**src/source/stbuf_cfg_pkg.sv**
```systemverilog
// memory word and address geometry; byte lanes are 8 bits and BYTE_WIDTH must equal 2**OFFS_WIDTH
package stbuf_cfg_pkg;

   //----------------------------------------------------------------------
   // memory word
   //----------------------------------------------------------------------
   localparam int DATA_WIDTH = 32;               // bits per memory word
   localparam int BYTE_WIDTH = DATA_WIDTH / 8;   // byte lanes per word

   //----------------------------------------------------------------------
   // address
   //----------------------------------------------------------------------
   localparam int ADDR_WIDTH = 16;               // byte address
   localparam int OFFS_WIDTH = $clog2(BYTE_WIDTH); // byte select within word

endpackage

```
**src/source/stbuf_types_pkg.sv**
```systemverilog
// access size encoding and the store word seen as one vector or as byte lanes; no 3-byte or dword size
package stbuf_types_pkg;
   import stbuf_cfg_pkg::*;

   // size of a load/store access, naturally aligned
   typedef enum logic [1:0] {
      size_byte = 2'd0,
      size_half = 2'd1,
      size_word = 2'd2
   } access_size_e;

   // one memory word, read whole or lane by lane
   typedef union packed {
      logic [DATA_WIDTH-1:0]       word;    // full word view
      logic [BYTE_WIDTH-1:0][7:0]  lanes;   // lane 0 is the low byte
   } stbuf_word_u;

endpackage

```
**src/source/stbuf_write_stage.sv**
```systemverilog
// dc3 write side; stores must be naturally aligned and the core must hold off st_dc1 while full is high
`timescale 1ns/100ps

module stbuf_write_stage
   import stbuf_cfg_pkg::*;
   import stbuf_types_pkg::*;
#(
   parameter int DEPTH = 4
) (
   input  logic                         clk,
   input  logic                         rst_n,
   input  logic                         st_dc1,
   input  logic                         st_dc2,
   input  logic                         st_dc3,
   input  logic [ADDR_WIDTH-1:0]        st_addr,
   input  access_size_e                 st_size,
   input  logic [DATA_WIDTH-1:0]        st_data,      // right-aligned
   input  logic [$clog2(DEPTH+1)-1:0]   entry_count,
   output logic                         wr_en,
   output logic [$clog2(DEPTH)-1:0]     wr_ptr,
   output logic [BYTE_WIDTH-1:0]        wr_byteen,
   output stbuf_word_u                  wr_data,
   output logic                         full
);

   localparam int PTR_WIDTH = $clog2(DEPTH);
   localparam int CNT_WIDTH = $clog2(DEPTH+1);
   localparam int SPEC_WIDTH = CNT_WIDTH + 2;     // count plus three pipe stages

   logic [BYTE_WIDTH-1:0]  size_mask;
   logic [OFFS_WIDTH-1:0]  offs;
   stbuf_word_u            st_word;
   logic [SPEC_WIDTH-1:0]  spec_count;

   //----------------------------------------------------------------------
   // byte enables and lane alignment
   //----------------------------------------------------------------------
   always_comb begin
      case (st_size)
         size_byte: size_mask = BYTE_WIDTH'(1);
         size_half: size_mask = BYTE_WIDTH'(3);
         default:   size_mask = '1;
      endcase
   end

   assign offs      = st_addr[OFFS_WIDTH-1:0];
   assign wr_byteen = size_mask << offs;
   assign st_word.word = st_data;

   // move each source byte up by the address offset, unused lanes stay 0
   always_comb begin
      wr_data = '0;
      for (int i = 0; i < BYTE_WIDTH; i++) begin
         if (wr_byteen[i]) begin
            wr_data.lanes[i] = st_word.lanes[OFFS_WIDTH'(i - int'(offs))];
         end
      end
   end

   assign wr_en = st_dc3;

   //----------------------------------------------------------------------
   // write pointer and speculative full
   //----------------------------------------------------------------------
   always_ff @(posedge clk or negedge rst_n) begin
      if (!rst_n) begin
         wr_ptr <= '0;
      end else if (st_dc3) begin
         wr_ptr <= wr_ptr + PTR_WIDTH'(1);
      end
   end

   // stores already past dc1 still need a slot
   assign spec_count = SPEC_WIDTH'(entry_count) + SPEC_WIDTH'(st_dc1) +
                       SPEC_WIDTH'(st_dc2) + SPEC_WIDTH'(st_dc3);
   assign full = (spec_count >= SPEC_WIDTH'(DEPTH));

   // full at dc1 should have kept every slot free by dc3
   a_no_write_when_full: assert property (@(posedge clk) disable iff (!rst_n)
      st_dc3 |-> (entry_count != CNT_WIDTH'(DEPTH)));

   a_store_aligned: assert property (@(posedge clk) disable iff (!rst_n)
      st_dc3 |-> ((st_size == size_byte) ||
                  ((st_size == size_half) && !st_addr[0]) ||
                  ((st_size == size_word) && (st_addr[OFFS_WIDTH-1:0] == '0))));

endmodule

```
**src/source/stbuf_resolve_pipe.sv**
```systemverilog
// carries a dc3 write to dc5; commit_dc5 is only looked at when the written store sits in dc5
`timescale 1ns/100ps

module stbuf_resolve_pipe #(
   parameter int DEPTH = 4
) (
   input  logic                       clk,
   input  logic                       rst_n,
   input  logic                       wr_en,
   input  logic [$clog2(DEPTH)-1:0]   wr_ptr,
   input  logic                       commit_dc5,
   output logic                       mark_en,
   output logic [$clog2(DEPTH)-1:0]   mark_ptr,
   output logic                       mark_commit
);

   localparam int PTR_WIDTH = $clog2(DEPTH);

   logic                  wr_en_dc4;
   logic                  wr_en_dc5;
   logic [PTR_WIDTH-1:0]  wr_ptr_dc4;
   logic [PTR_WIDTH-1:0]  wr_ptr_dc5;

   always_ff @(posedge clk or negedge rst_n) begin
      if (!rst_n) begin
         wr_en_dc4 <= 1'b0;
         wr_en_dc5 <= 1'b0;
      end else begin
         wr_en_dc4 <= wr_en;
         wr_en_dc5 <= wr_en_dc4;
      end
   end

   // entry index follows the strobe
   always_ff @(posedge clk) begin
      wr_ptr_dc4 <= wr_ptr;
      wr_ptr_dc5 <= wr_ptr_dc4;
   end

   assign mark_en     = wr_en_dc5;
   assign mark_ptr    = wr_ptr_dc5;
   assign mark_commit = wr_en_dc5 & commit_dc5;   // 0 with mark_en means flush

endmodule

```
**src/source/stbuf_entry_array.sv**
```systemverilog
// entry storage and in-order drain; drain_ack must only come while drain_vld is high
`timescale 1ns/100ps

module stbuf_entry_array
   import stbuf_cfg_pkg::*;
   import stbuf_types_pkg::*;
#(
   parameter int DEPTH = 4
) (
   input  logic                               clk,
   input  logic                               rst_n,
   input  logic                               wr_en,
   input  logic [$clog2(DEPTH)-1:0]           wr_ptr,
   input  logic [ADDR_WIDTH-1:0]              wr_addr,
   input  logic [BYTE_WIDTH-1:0]              wr_byteen,
   input  stbuf_word_u                        wr_data,
   input  logic                               mark_en,
   input  logic [$clog2(DEPTH)-1:0]           mark_ptr,
   input  logic                               mark_commit,
   input  logic                               drain_ack,
   output logic                               drain_vld,
   output logic [ADDR_WIDTH-1:0]              drain_addr,
   output logic [BYTE_WIDTH-1:0]              drain_byteen,
   output logic [DATA_WIDTH-1:0]              drain_data,
   output logic [$clog2(DEPTH+1)-1:0]         entry_count,
   output logic                               empty,
   output logic [DEPTH-1:0]                   ent_live,
   output logic [DEPTH-1:0][ADDR_WIDTH-1:0]   ent_addr,
   output logic [DEPTH-1:0][BYTE_WIDTH-1:0]   ent_byteen,
   output stbuf_word_u [DEPTH-1:0]            ent_data
);

   localparam int PTR_WIDTH = $clog2(DEPTH);
   localparam int CNT_WIDTH = $clog2(DEPTH+1);

   logic [DEPTH-1:0]                  data_vld;      // entry written
   logic [DEPTH-1:0]                  drain_vld_q;   // committed, may drain
   logic [DEPTH-1:0]                  flush_vld_q;   // killed, drop at head
   logic [DEPTH-1:0][ADDR_WIDTH-1:0]  addr_q;
   logic [DEPTH-1:0][BYTE_WIDTH-1:0]  byteen_q;
   stbuf_word_u [DEPTH-1:0]           data_q;
   logic [PTR_WIDTH-1:0]              rd_ptr;
   logic                              head_flushed;
   logic                              pop;

   assign head_flushed = flush_vld_q[rd_ptr];
   assign pop          = drain_ack | head_flushed;

   //----------------------------------------------------------------------
   // entry state and read pointer
   //----------------------------------------------------------------------
   always_ff @(posedge clk or negedge rst_n) begin
      if (!rst_n) begin
         data_vld    <= '0;
         drain_vld_q <= '0;
         flush_vld_q <= '0;
         rd_ptr      <= '0;
      end else begin
         if (pop) begin
            data_vld[rd_ptr]    <= 1'b0;
            drain_vld_q[rd_ptr] <= 1'b0;
            flush_vld_q[rd_ptr] <= 1'b0;
            rd_ptr              <= rd_ptr + PTR_WIDTH'(1);
         end
         if (wr_en) begin
            data_vld[wr_ptr] <= 1'b1;
         end
         // dc5 resolution of an entry written two cycles ago
         if (mark_en) begin
            drain_vld_q[mark_ptr] <= mark_commit;
            flush_vld_q[mark_ptr] <= !mark_commit;
         end
      end
   end

   always_ff @(posedge clk) begin
      if (wr_en) begin
         addr_q[wr_ptr]   <= wr_addr;
         byteen_q[wr_ptr] <= wr_byteen;
         data_q[wr_ptr]   <= wr_data;
      end
   end

   //----------------------------------------------------------------------
   // head and status
   //----------------------------------------------------------------------
   assign drain_vld    = drain_vld_q[rd_ptr];   // held until drain_ack
   assign drain_addr   = addr_q[rd_ptr];
   assign drain_byteen = byteen_q[rd_ptr];
   assign drain_data   = data_q[rd_ptr].word;

   always_comb begin
      entry_count = '0;
      for (int i = 0; i < DEPTH; i++) begin
         entry_count = entry_count + CNT_WIDTH'(data_vld[i]);
      end
   end

   assign empty      = ~|data_vld;
   assign ent_live   = data_vld & ~flush_vld_q;   // candidates for forwarding
   assign ent_addr   = addr_q;
   assign ent_byteen = byteen_q;
   assign ent_data   = data_q;

   a_drain_flush_excl: assert property (@(posedge clk) disable iff (!rst_n)
      (drain_vld_q & flush_vld_q) == '0);

   // a mark must land on an entry the write side filled two cycles earlier
   a_mark_on_valid: assert property (@(posedge clk) disable iff (!rst_n)
      ((drain_vld_q | flush_vld_q) & ~data_vld) == '0);

   a_ack_with_vld: assert property (@(posedge clk) disable iff (!rst_n)
      drain_ack |-> drain_vld);

endmodule

```
**src/source/stbuf_load_forward.sv**
```systemverilog
// dc2 load forwarding from written entries only; a store in dc3 in the same cycle is not seen
`timescale 1ns/100ps

module stbuf_load_forward
   import stbuf_cfg_pkg::*;
   import stbuf_types_pkg::*;
#(
   parameter int DEPTH = 4
) (
   input  logic                               clk,
   input  logic                               rst_n,
   input  logic                               ld_dc2,
   input  logic [ADDR_WIDTH-1:0]              ld_addr,
   input  logic [$clog2(DEPTH)-1:0]           wr_ptr,
   input  logic [DEPTH-1:0]                   ent_live,
   input  logic [DEPTH-1:0][ADDR_WIDTH-1:0]   ent_addr,
   input  logic [DEPTH-1:0][BYTE_WIDTH-1:0]   ent_byteen,
   input  stbuf_word_u [DEPTH-1:0]            ent_data,
   output logic [BYTE_WIDTH-1:0]              fwd_byteen,
   output stbuf_word_u                        fwd_data
);

   localparam int PTR_WIDTH = $clog2(DEPTH);

   logic [DEPTH-1:0]       ld_match;
   logic [BYTE_WIDTH-1:0]  byteen_dc2;
   stbuf_word_u            data_dc2;

   // word address compare, byte offset ignored
   always_comb begin
      for (int i = 0; i < DEPTH; i++) begin
         ld_match[i] = ent_live[i] &&
                       (ent_addr[i][ADDR_WIDTH-1:OFFS_WIDTH] == ld_addr[ADDR_WIDTH-1:OFFS_WIDTH]);
      end
   end

   //----------------------------------------------------------------------
   // byte merge, oldest first so the youngest store wins
   //----------------------------------------------------------------------
   always_comb begin
      logic [PTR_WIDTH-1:0] idx;
      byteen_dc2 = '0;
      data_dc2   = '0;
      for (int k = 0; k < DEPTH; k++) begin
         idx = wr_ptr + PTR_WIDTH'(k);   // wr_ptr slot is free or the oldest
         for (int j = 0; j < BYTE_WIDTH; j++) begin
            if (ld_match[idx] && ent_byteen[idx][j]) begin
               byteen_dc2[j]     = 1'b1;
               data_dc2.lanes[j] = ent_data[idx].lanes[j];
            end
         end
      end
   end

   // dc3 result
   always_ff @(posedge clk or negedge rst_n) begin
      if (!rst_n) begin
         fwd_byteen <= '0;
      end else begin
         fwd_byteen <= ld_dc2 ? byteen_dc2 : '0;
      end
   end

   always_ff @(posedge clk) begin
      if (ld_dc2) begin
         fwd_data <= data_dc2;   // lanes without a match are 0
      end
   end

endmodule

```
**src/source/stbuf_top.sv**
```systemverilog
// store buffer top; DEPTH must be a power of two and at least 2, unaligned and dual stores unsupported
`timescale 1ns/100ps

module stbuf_top
   import stbuf_cfg_pkg::*;
   import stbuf_types_pkg::*;
#(
   parameter int DEPTH = 4
) (
   input  logic                    clk,
   input  logic                    rst_n,
   input  logic                    st_dc1,
   input  logic                    st_dc2,
   input  logic                    st_dc3,
   input  logic [ADDR_WIDTH-1:0]   st_addr,
   input  access_size_e            st_size,
   input  logic [DATA_WIDTH-1:0]   st_data,
   input  logic                    commit_dc5,
   input  logic                    ld_dc2,
   input  logic [ADDR_WIDTH-1:0]   ld_addr,
   input  logic                    drain_ack,
   output logic                    drain_vld,
   output logic [ADDR_WIDTH-1:0]   drain_addr,
   output logic [BYTE_WIDTH-1:0]   drain_byteen,
   output logic [DATA_WIDTH-1:0]   drain_data,
   output logic                    full,
   output logic                    empty,
   output logic [BYTE_WIDTH-1:0]   fwd_byteen,
   output stbuf_word_u             fwd_data
);

   localparam int PTR_WIDTH = $clog2(DEPTH);
   localparam int CNT_WIDTH = $clog2(DEPTH+1);

   // write side
   logic                              wr_en;
   logic [PTR_WIDTH-1:0]              wr_ptr;
   logic [BYTE_WIDTH-1:0]             wr_byteen;
   stbuf_word_u                       wr_data;
   logic [CNT_WIDTH-1:0]              entry_count;

   // dc5 resolution
   logic                              mark_en;
   logic [PTR_WIDTH-1:0]              mark_ptr;
   logic                              mark_commit;

   // entry view for forwarding
   logic [DEPTH-1:0]                  ent_live;
   logic [DEPTH-1:0][ADDR_WIDTH-1:0]  ent_addr;
   logic [DEPTH-1:0][BYTE_WIDTH-1:0]  ent_byteen;
   stbuf_word_u [DEPTH-1:0]           ent_data;

   stbuf_write_stage #(.DEPTH(DEPTH)) write_stage_i (
      .clk         (clk),
      .rst_n       (rst_n),
      .st_dc1      (st_dc1),
      .st_dc2      (st_dc2),
      .st_dc3      (st_dc3),
      .st_addr     (st_addr),
      .st_size     (st_size),
      .st_data     (st_data),
      .entry_count (entry_count),
      .wr_en       (wr_en),
      .wr_ptr      (wr_ptr),
      .wr_byteen   (wr_byteen),
      .wr_data     (wr_data),
      .full        (full)
   );

   stbuf_resolve_pipe #(.DEPTH(DEPTH)) resolve_pipe_i (
      .clk         (clk),
      .rst_n       (rst_n),
      .wr_en       (wr_en),
      .wr_ptr      (wr_ptr),
      .commit_dc5  (commit_dc5),
      .mark_en     (mark_en),
      .mark_ptr    (mark_ptr),
      .mark_commit (mark_commit)
   );

   stbuf_entry_array #(.DEPTH(DEPTH)) entry_array_i (
      .clk          (clk),
      .rst_n        (rst_n),
      .wr_en        (wr_en),
      .wr_ptr       (wr_ptr),
      .wr_addr      (st_addr),
      .wr_byteen    (wr_byteen),
      .wr_data      (wr_data),
      .mark_en      (mark_en),
      .mark_ptr     (mark_ptr),
      .mark_commit  (mark_commit),
      .drain_ack    (drain_ack),
      .drain_vld    (drain_vld),
      .drain_addr   (drain_addr),
      .drain_byteen (drain_byteen),
      .drain_data   (drain_data),
      .entry_count  (entry_count),
      .empty        (empty),
      .ent_live     (ent_live),
      .ent_addr     (ent_addr),
      .ent_byteen   (ent_byteen),
      .ent_data     (ent_data)
   );

   stbuf_load_forward #(.DEPTH(DEPTH)) load_forward_i (
      .clk        (clk),
      .rst_n      (rst_n),
      .ld_dc2     (ld_dc2),
      .ld_addr    (ld_addr),
      .wr_ptr     (wr_ptr),
      .ent_live   (ent_live),
      .ent_addr   (ent_addr),
      .ent_byteen (ent_byteen),
      .ent_data   (ent_data),
      .fwd_byteen (fwd_byteen),
      .fwd_data   (fwd_data)
   );

endmodule

```
**config.mk**
```make
export PLATFORM = sky130hd
export DESIGN_NAME = stbuf_top
export DESIGN_NICKNAME = d
export VERILOG_FILES = /design/src/source/stbuf_cfg_pkg.sv /design/src/source/stbuf_types_pkg.sv /design/src/source/stbuf_write_stage.sv /design/src/source/stbuf_resolve_pipe.sv /design/src/source/stbuf_entry_array.sv /design/src/source/stbuf_load_forward.sv /design/src/source/stbuf_top.sv
export SDC_FILE = /design/constraint.sdc
export NUM_CORES = 1
export LEC_CHECK = 0
export ABC_AREA = 1
export BUFFER_PORTS_ARGS = -buffer_cell sky130_fd_sc_hd__clkbuf_2
export CAP_MARGIN = 20
export CORE_AREA = 2 2 165 247
export CTS_CLUSTER_SIZE = 40
export DETAILED_ROUTE_END_ITERATION = 16
export DIE_AREA = 0 0 167 249
export GPL_ROUTABILITY_DRIVEN = 0
export HOLD_SLACK_MARGIN = 0.12
export PLACE_DENSITY = 0.69
export SLEW_MARGIN = 20
export SYNTH_ARGS = -nofsm -noshare
export SYNTH_HDL_FRONTEND = slang
export SYNTH_SLANG_ARGS = --single-unit
```
**constraint.sdc**
```tcl
create_clock -name clk -period 4.1 [get_ports clk]
set_input_delay 0.82 -clock clk [delete_from_list [all_inputs] [get_ports clk]]
set_output_delay 0.82 -clock clk [all_outputs]
set_load 0.005 [all_outputs]
```
==> impl_metrics.env <==
export IMPL_relSlewSlack_pct=30.5
export IMPL_drt_initial_drc_count=1308
export IMPL_yosys_area_top_type="edfxtp_1"
export IMPL_io_pins=165
export IMPL_fp_dieArea_um2=41600
export IMPL_syn_area_um2=16800
export IMPL_endpoint_kind="output port"
export IMPL_port_buffer_count=162
export IMPL_tightest_slew_ns=1.04
export IMPL_pwr_share_comb_pct=57.5
export IMPL_coreArea_um2=39300
export IMPL_min_path_type="input pin to async pin"
export IMPL_root_buffer="clkbuf_16"
export IMPL_htreeDepth=1
export IMPL_cts_tree="done"
export IMPL_cp_arrival_ns=3.17
export IMPL_final_layout_size_suffix_gt1_share_pct=13.2
export IMPL_synthTopCellsByCount="594 x nand2_1, 406 x o21ai_0, 261 x nor2_1"
export IMPL_hpwl_mm=36.6
export IMPL_setup_viol=0
export IMPL_die_y_um=249
export IMPL_grt_antenna_before_repair=1
export IMPL_required_ns=3.28
export IMPL_fillCellCount=3727
export IMPL_setup_slack_ns=0.110
export IMPL_grt_max_degree=113
export IMPL_leakage_uw=0.00819
export IMPL_start_util_pct=42.6
export IMPL_power_switching_uw=7760
export IMPL_power_frac_clock_pct=15.5
export IMPL_drc_errors=0
export IMPL_finalHoldViolations=0
export IMPL_crit_type="flop to output port"
export IMPL_start_kind="flop"
export IMPL_worstSkewPairLatency_ns=0.55
export IMPL_overflow=0
export IMPL_fin_nets=2395
export IMPL_pwr_share_seq_pct=27.0
export IMPL_synthDistinctLibCells=40
export IMPL_cts_sinks=266
export IMPL_syn_inst=2197
export IMPL_ys_seq_area_share_pct=46.8
export IMPL_cts_buffers=26
export IMPL_slowest_stage="fa_1"
export IMPL_synth_area_leaders="edfxtp_1 43%, nand2_1 13%, o21ai_0 12%"
export IMPL_viasPerCell=5.54
export IMPL_cp_max_fo=2
export IMPL_skew_ns=0.0180
export IMPL_yosys_warnings=0
export IMPL_pre_cts_slack_ns=0.563
export IMPL_yosysTopAreaCellShare_pct=43.0
export IMPL_multi_input_comb_area_um2=7680
export IMPL_cts_clk_slew_worst_paths_ns=0.07
export IMPL_die_w_um=167
export IMPL_wl_per_cell_um=18.3
export IMPL_synth_edff_count=240
export IMPL_period_needed_ns=3.99
export IMPL_synth_net_count=2288
export IMPL_drv_cap=0
export IMPL_postSynthAreaPerCell_um2=7.63
export IMPL_ant_nets=0
export IMPL_fin_crit_sh_pct=97.3
export IMPL_vdd_ir_drop_max_v=0.000573
export IMPL_powerDensity_nw_per_um2=844
export IMPL_n_antenna_cell=0
export IMPL_drt_total_wl_mm=51.5
export IMPL_sw_frac_of_total_pct=48.7
export IMPL_dr_pass1_iters=5
export IMPL_cpPeakStageDelay_ns=0.57
export IMPL_path_cells="inv_1 > ha_4 > inv_2 > fa_1 > inv_1 > ha_2 > fa_1 > ha_2 > nand3_1 > o21ai_1 > nand2_1 > clkbuf_2"
export IMPL_yosysMostFrequentCell="nand2_1"
export IMPL_synthArstFlopShare_pct=8.27
export IMPL_p_int_uw=8160
export IMPL_finalMaxSlewViolations=0
export IMPL_synthFlopType="edfxtp_1"
export IMPL_grt_pass1_vias=14665
export IMPL_outcome="completed"
export IMPL_grtUsageTotal_pct=24.0
export IMPL_register_area_um2=7840
export IMPL_rows=89
export IMPL_p_total_uw=15900
export IMPL_grt_pass1_wl_mm=79.1
export IMPL_regToRegSetupSlack_ns=0.88
export IMPL_vias=15645
export IMPL_max_clock_freq_mhz=251
export IMPL_cts_buffer_depth=3
export IMPL_ys_ff_latch=266
export IMPL_area_growth_pct=12.6
power by group through the flow:
stage / clock, µW / combinational [µW] / sequential, µW
2_1_floorplan: 0 / 6230 / 4280
3_3_place_gp: 0 / 8790 / 4330
3_5_place_dp: 0 / 9030 / 4360
4_1_cts: 2500 / 9080 / 4300
5_1_grt: 2600 / 10200 / 4370
6_report: 2460 / 9150 / 4300
kinds of logic (layout without fill, tap and decap cells):
group                      count (synthesis)  count (layout)  share of synthesized area, %
adders and majority gates                 17              17                          1.40
AOI/OAI and AO/OA                        566             566                          17.6
xor gates and xnor gates                  12              12                         0.627
DFF                                      266             266                          46.8
and+or+nand+nor                         1006            1006                          24.9
muxes                                     19              19                          1.14
buffers and inverters                    311             438                          7.50
layout by cell type, fill, tap and decap left out, types with 9 or more instances in the layout:
cell and instances:
nand2_1 594, o21ai_0 405, nand3_1 114, nor2_1 261
o22ai_1 40, inv_1 167, a31oi_1 27, mux2i_1 19
buf_4 30, a21oi_1 70, clkbuf_2 162, xnor2_1 9
clkbuf_16 28, clkinv_2 11, ha_1 11, o21ai_1 14
dfrtp_1 20, edfxtp_1 240, inv_2 24
state kept, by name (all words and copies together), names as in the netlist, 2 cells and up:
| signal | cells |
|---|---|
| load_forward_i.fwd_data | 32 |
| entry_array_i.ent_data | 128 |
| entry_array_i.rd_ptr | 2 |
| entry_array_i.ent_addr | 64 |
| entry_array_i.data_vld | 4 |
| load_forward_i.fwd_byteen | 4 |
| entry_array_i.drain_vld_q | 4 |
| entry_array_i.flush_vld_q | 4 |
| resolve_pipe_i.mark_ptr | 2 |
| write_stage_i.wr_ptr | 2 |
| entry_array_i.ent_byteen | 16 |
| resolve_pipe_i.wr_ptr_dc4 | 2 |
what timing repair did:
action,4_1_cts,5_1_grt
buffers inserted,1,1
resized for setup,0,6
setup endpoints to repair,1,1
pin swaps,1,3
hold buffers,0,0
final cells by class:
| class | count | share of cell area, % |
|---|---|---|
| inverters | 194 | 3.88 |
| repair buffers | 196 | 5.91 |
| flip-flops and latches | 266 | 41.6 |
| clock buffers | 29 | 3.73 |
| well taps | 500 | 3.32 |
| multi-input cells | 1620 | 40.7 |
| clock inverters | 19 | 0.922 |
metal layers:
| layer | part of all wire [%] | vias up | track usage, % |
|---|---|---|---|
| li1 | - | 7590 | - |
| met1 | 36 | 7213 | 26.9 |
| met2 | 49 | 664 | 42.6 |
| met3 | 7.3 | 176 | 3.99 |
| met4 | 6.8 | 2 | 14.6 |
| met5 | 0.025 | - | 0 |
stage by stage:
stage               hold WS (ns)  setup TNS (ns)  instance area (µm²)  std cells  utilization, %
floorplan                  0.310               0                16800       2197               -
global placement           0.313               0                18000       2774            45.7
detailed placement         0.314               0                18000       2774            45.7
CTS                        0.299               0                18800       2823            47.9
global route               0.334        -0.00568                18900       2824            48.0
finish                     0.302               0                18900       2824            48.0
critical path, delay by kind of cell, from the launching register on:
kind,cells,cell delay [ns]
AOI/OAI and AO/OA,1,0.08
adders and majority gates,5,1.74
buffers and inverters,4,0.29
DFF,1,0.38
and+or+nand+nor,2,0.13
worst paths after layout:
kind / from / endpoint / depth (start not counted)
worst min-delay path: rst_n / entry_array_i.drain_vld_q[1] / 1
worst max-delay path: entry_array_i.data_vld[1] / full / 12
worst max register to register: write_stage_i.wr_ptr[0] / load_forward_i.fwd_data[9] / 8
max in group asynchronous: rst_n / write_stage_i.wr_ptr[0] / 1
worst min register to register: resolve_pipe_i.wr_ptr_dc4[0] / resolve_pipe_i.mark_ptr[0] / 0
min in group clk: resolve_pipe_i.wr_ptr_dc4[0] / resolve_pipe_i.mark_ptr[0] / 0
(Power assumes the default switching activity.)
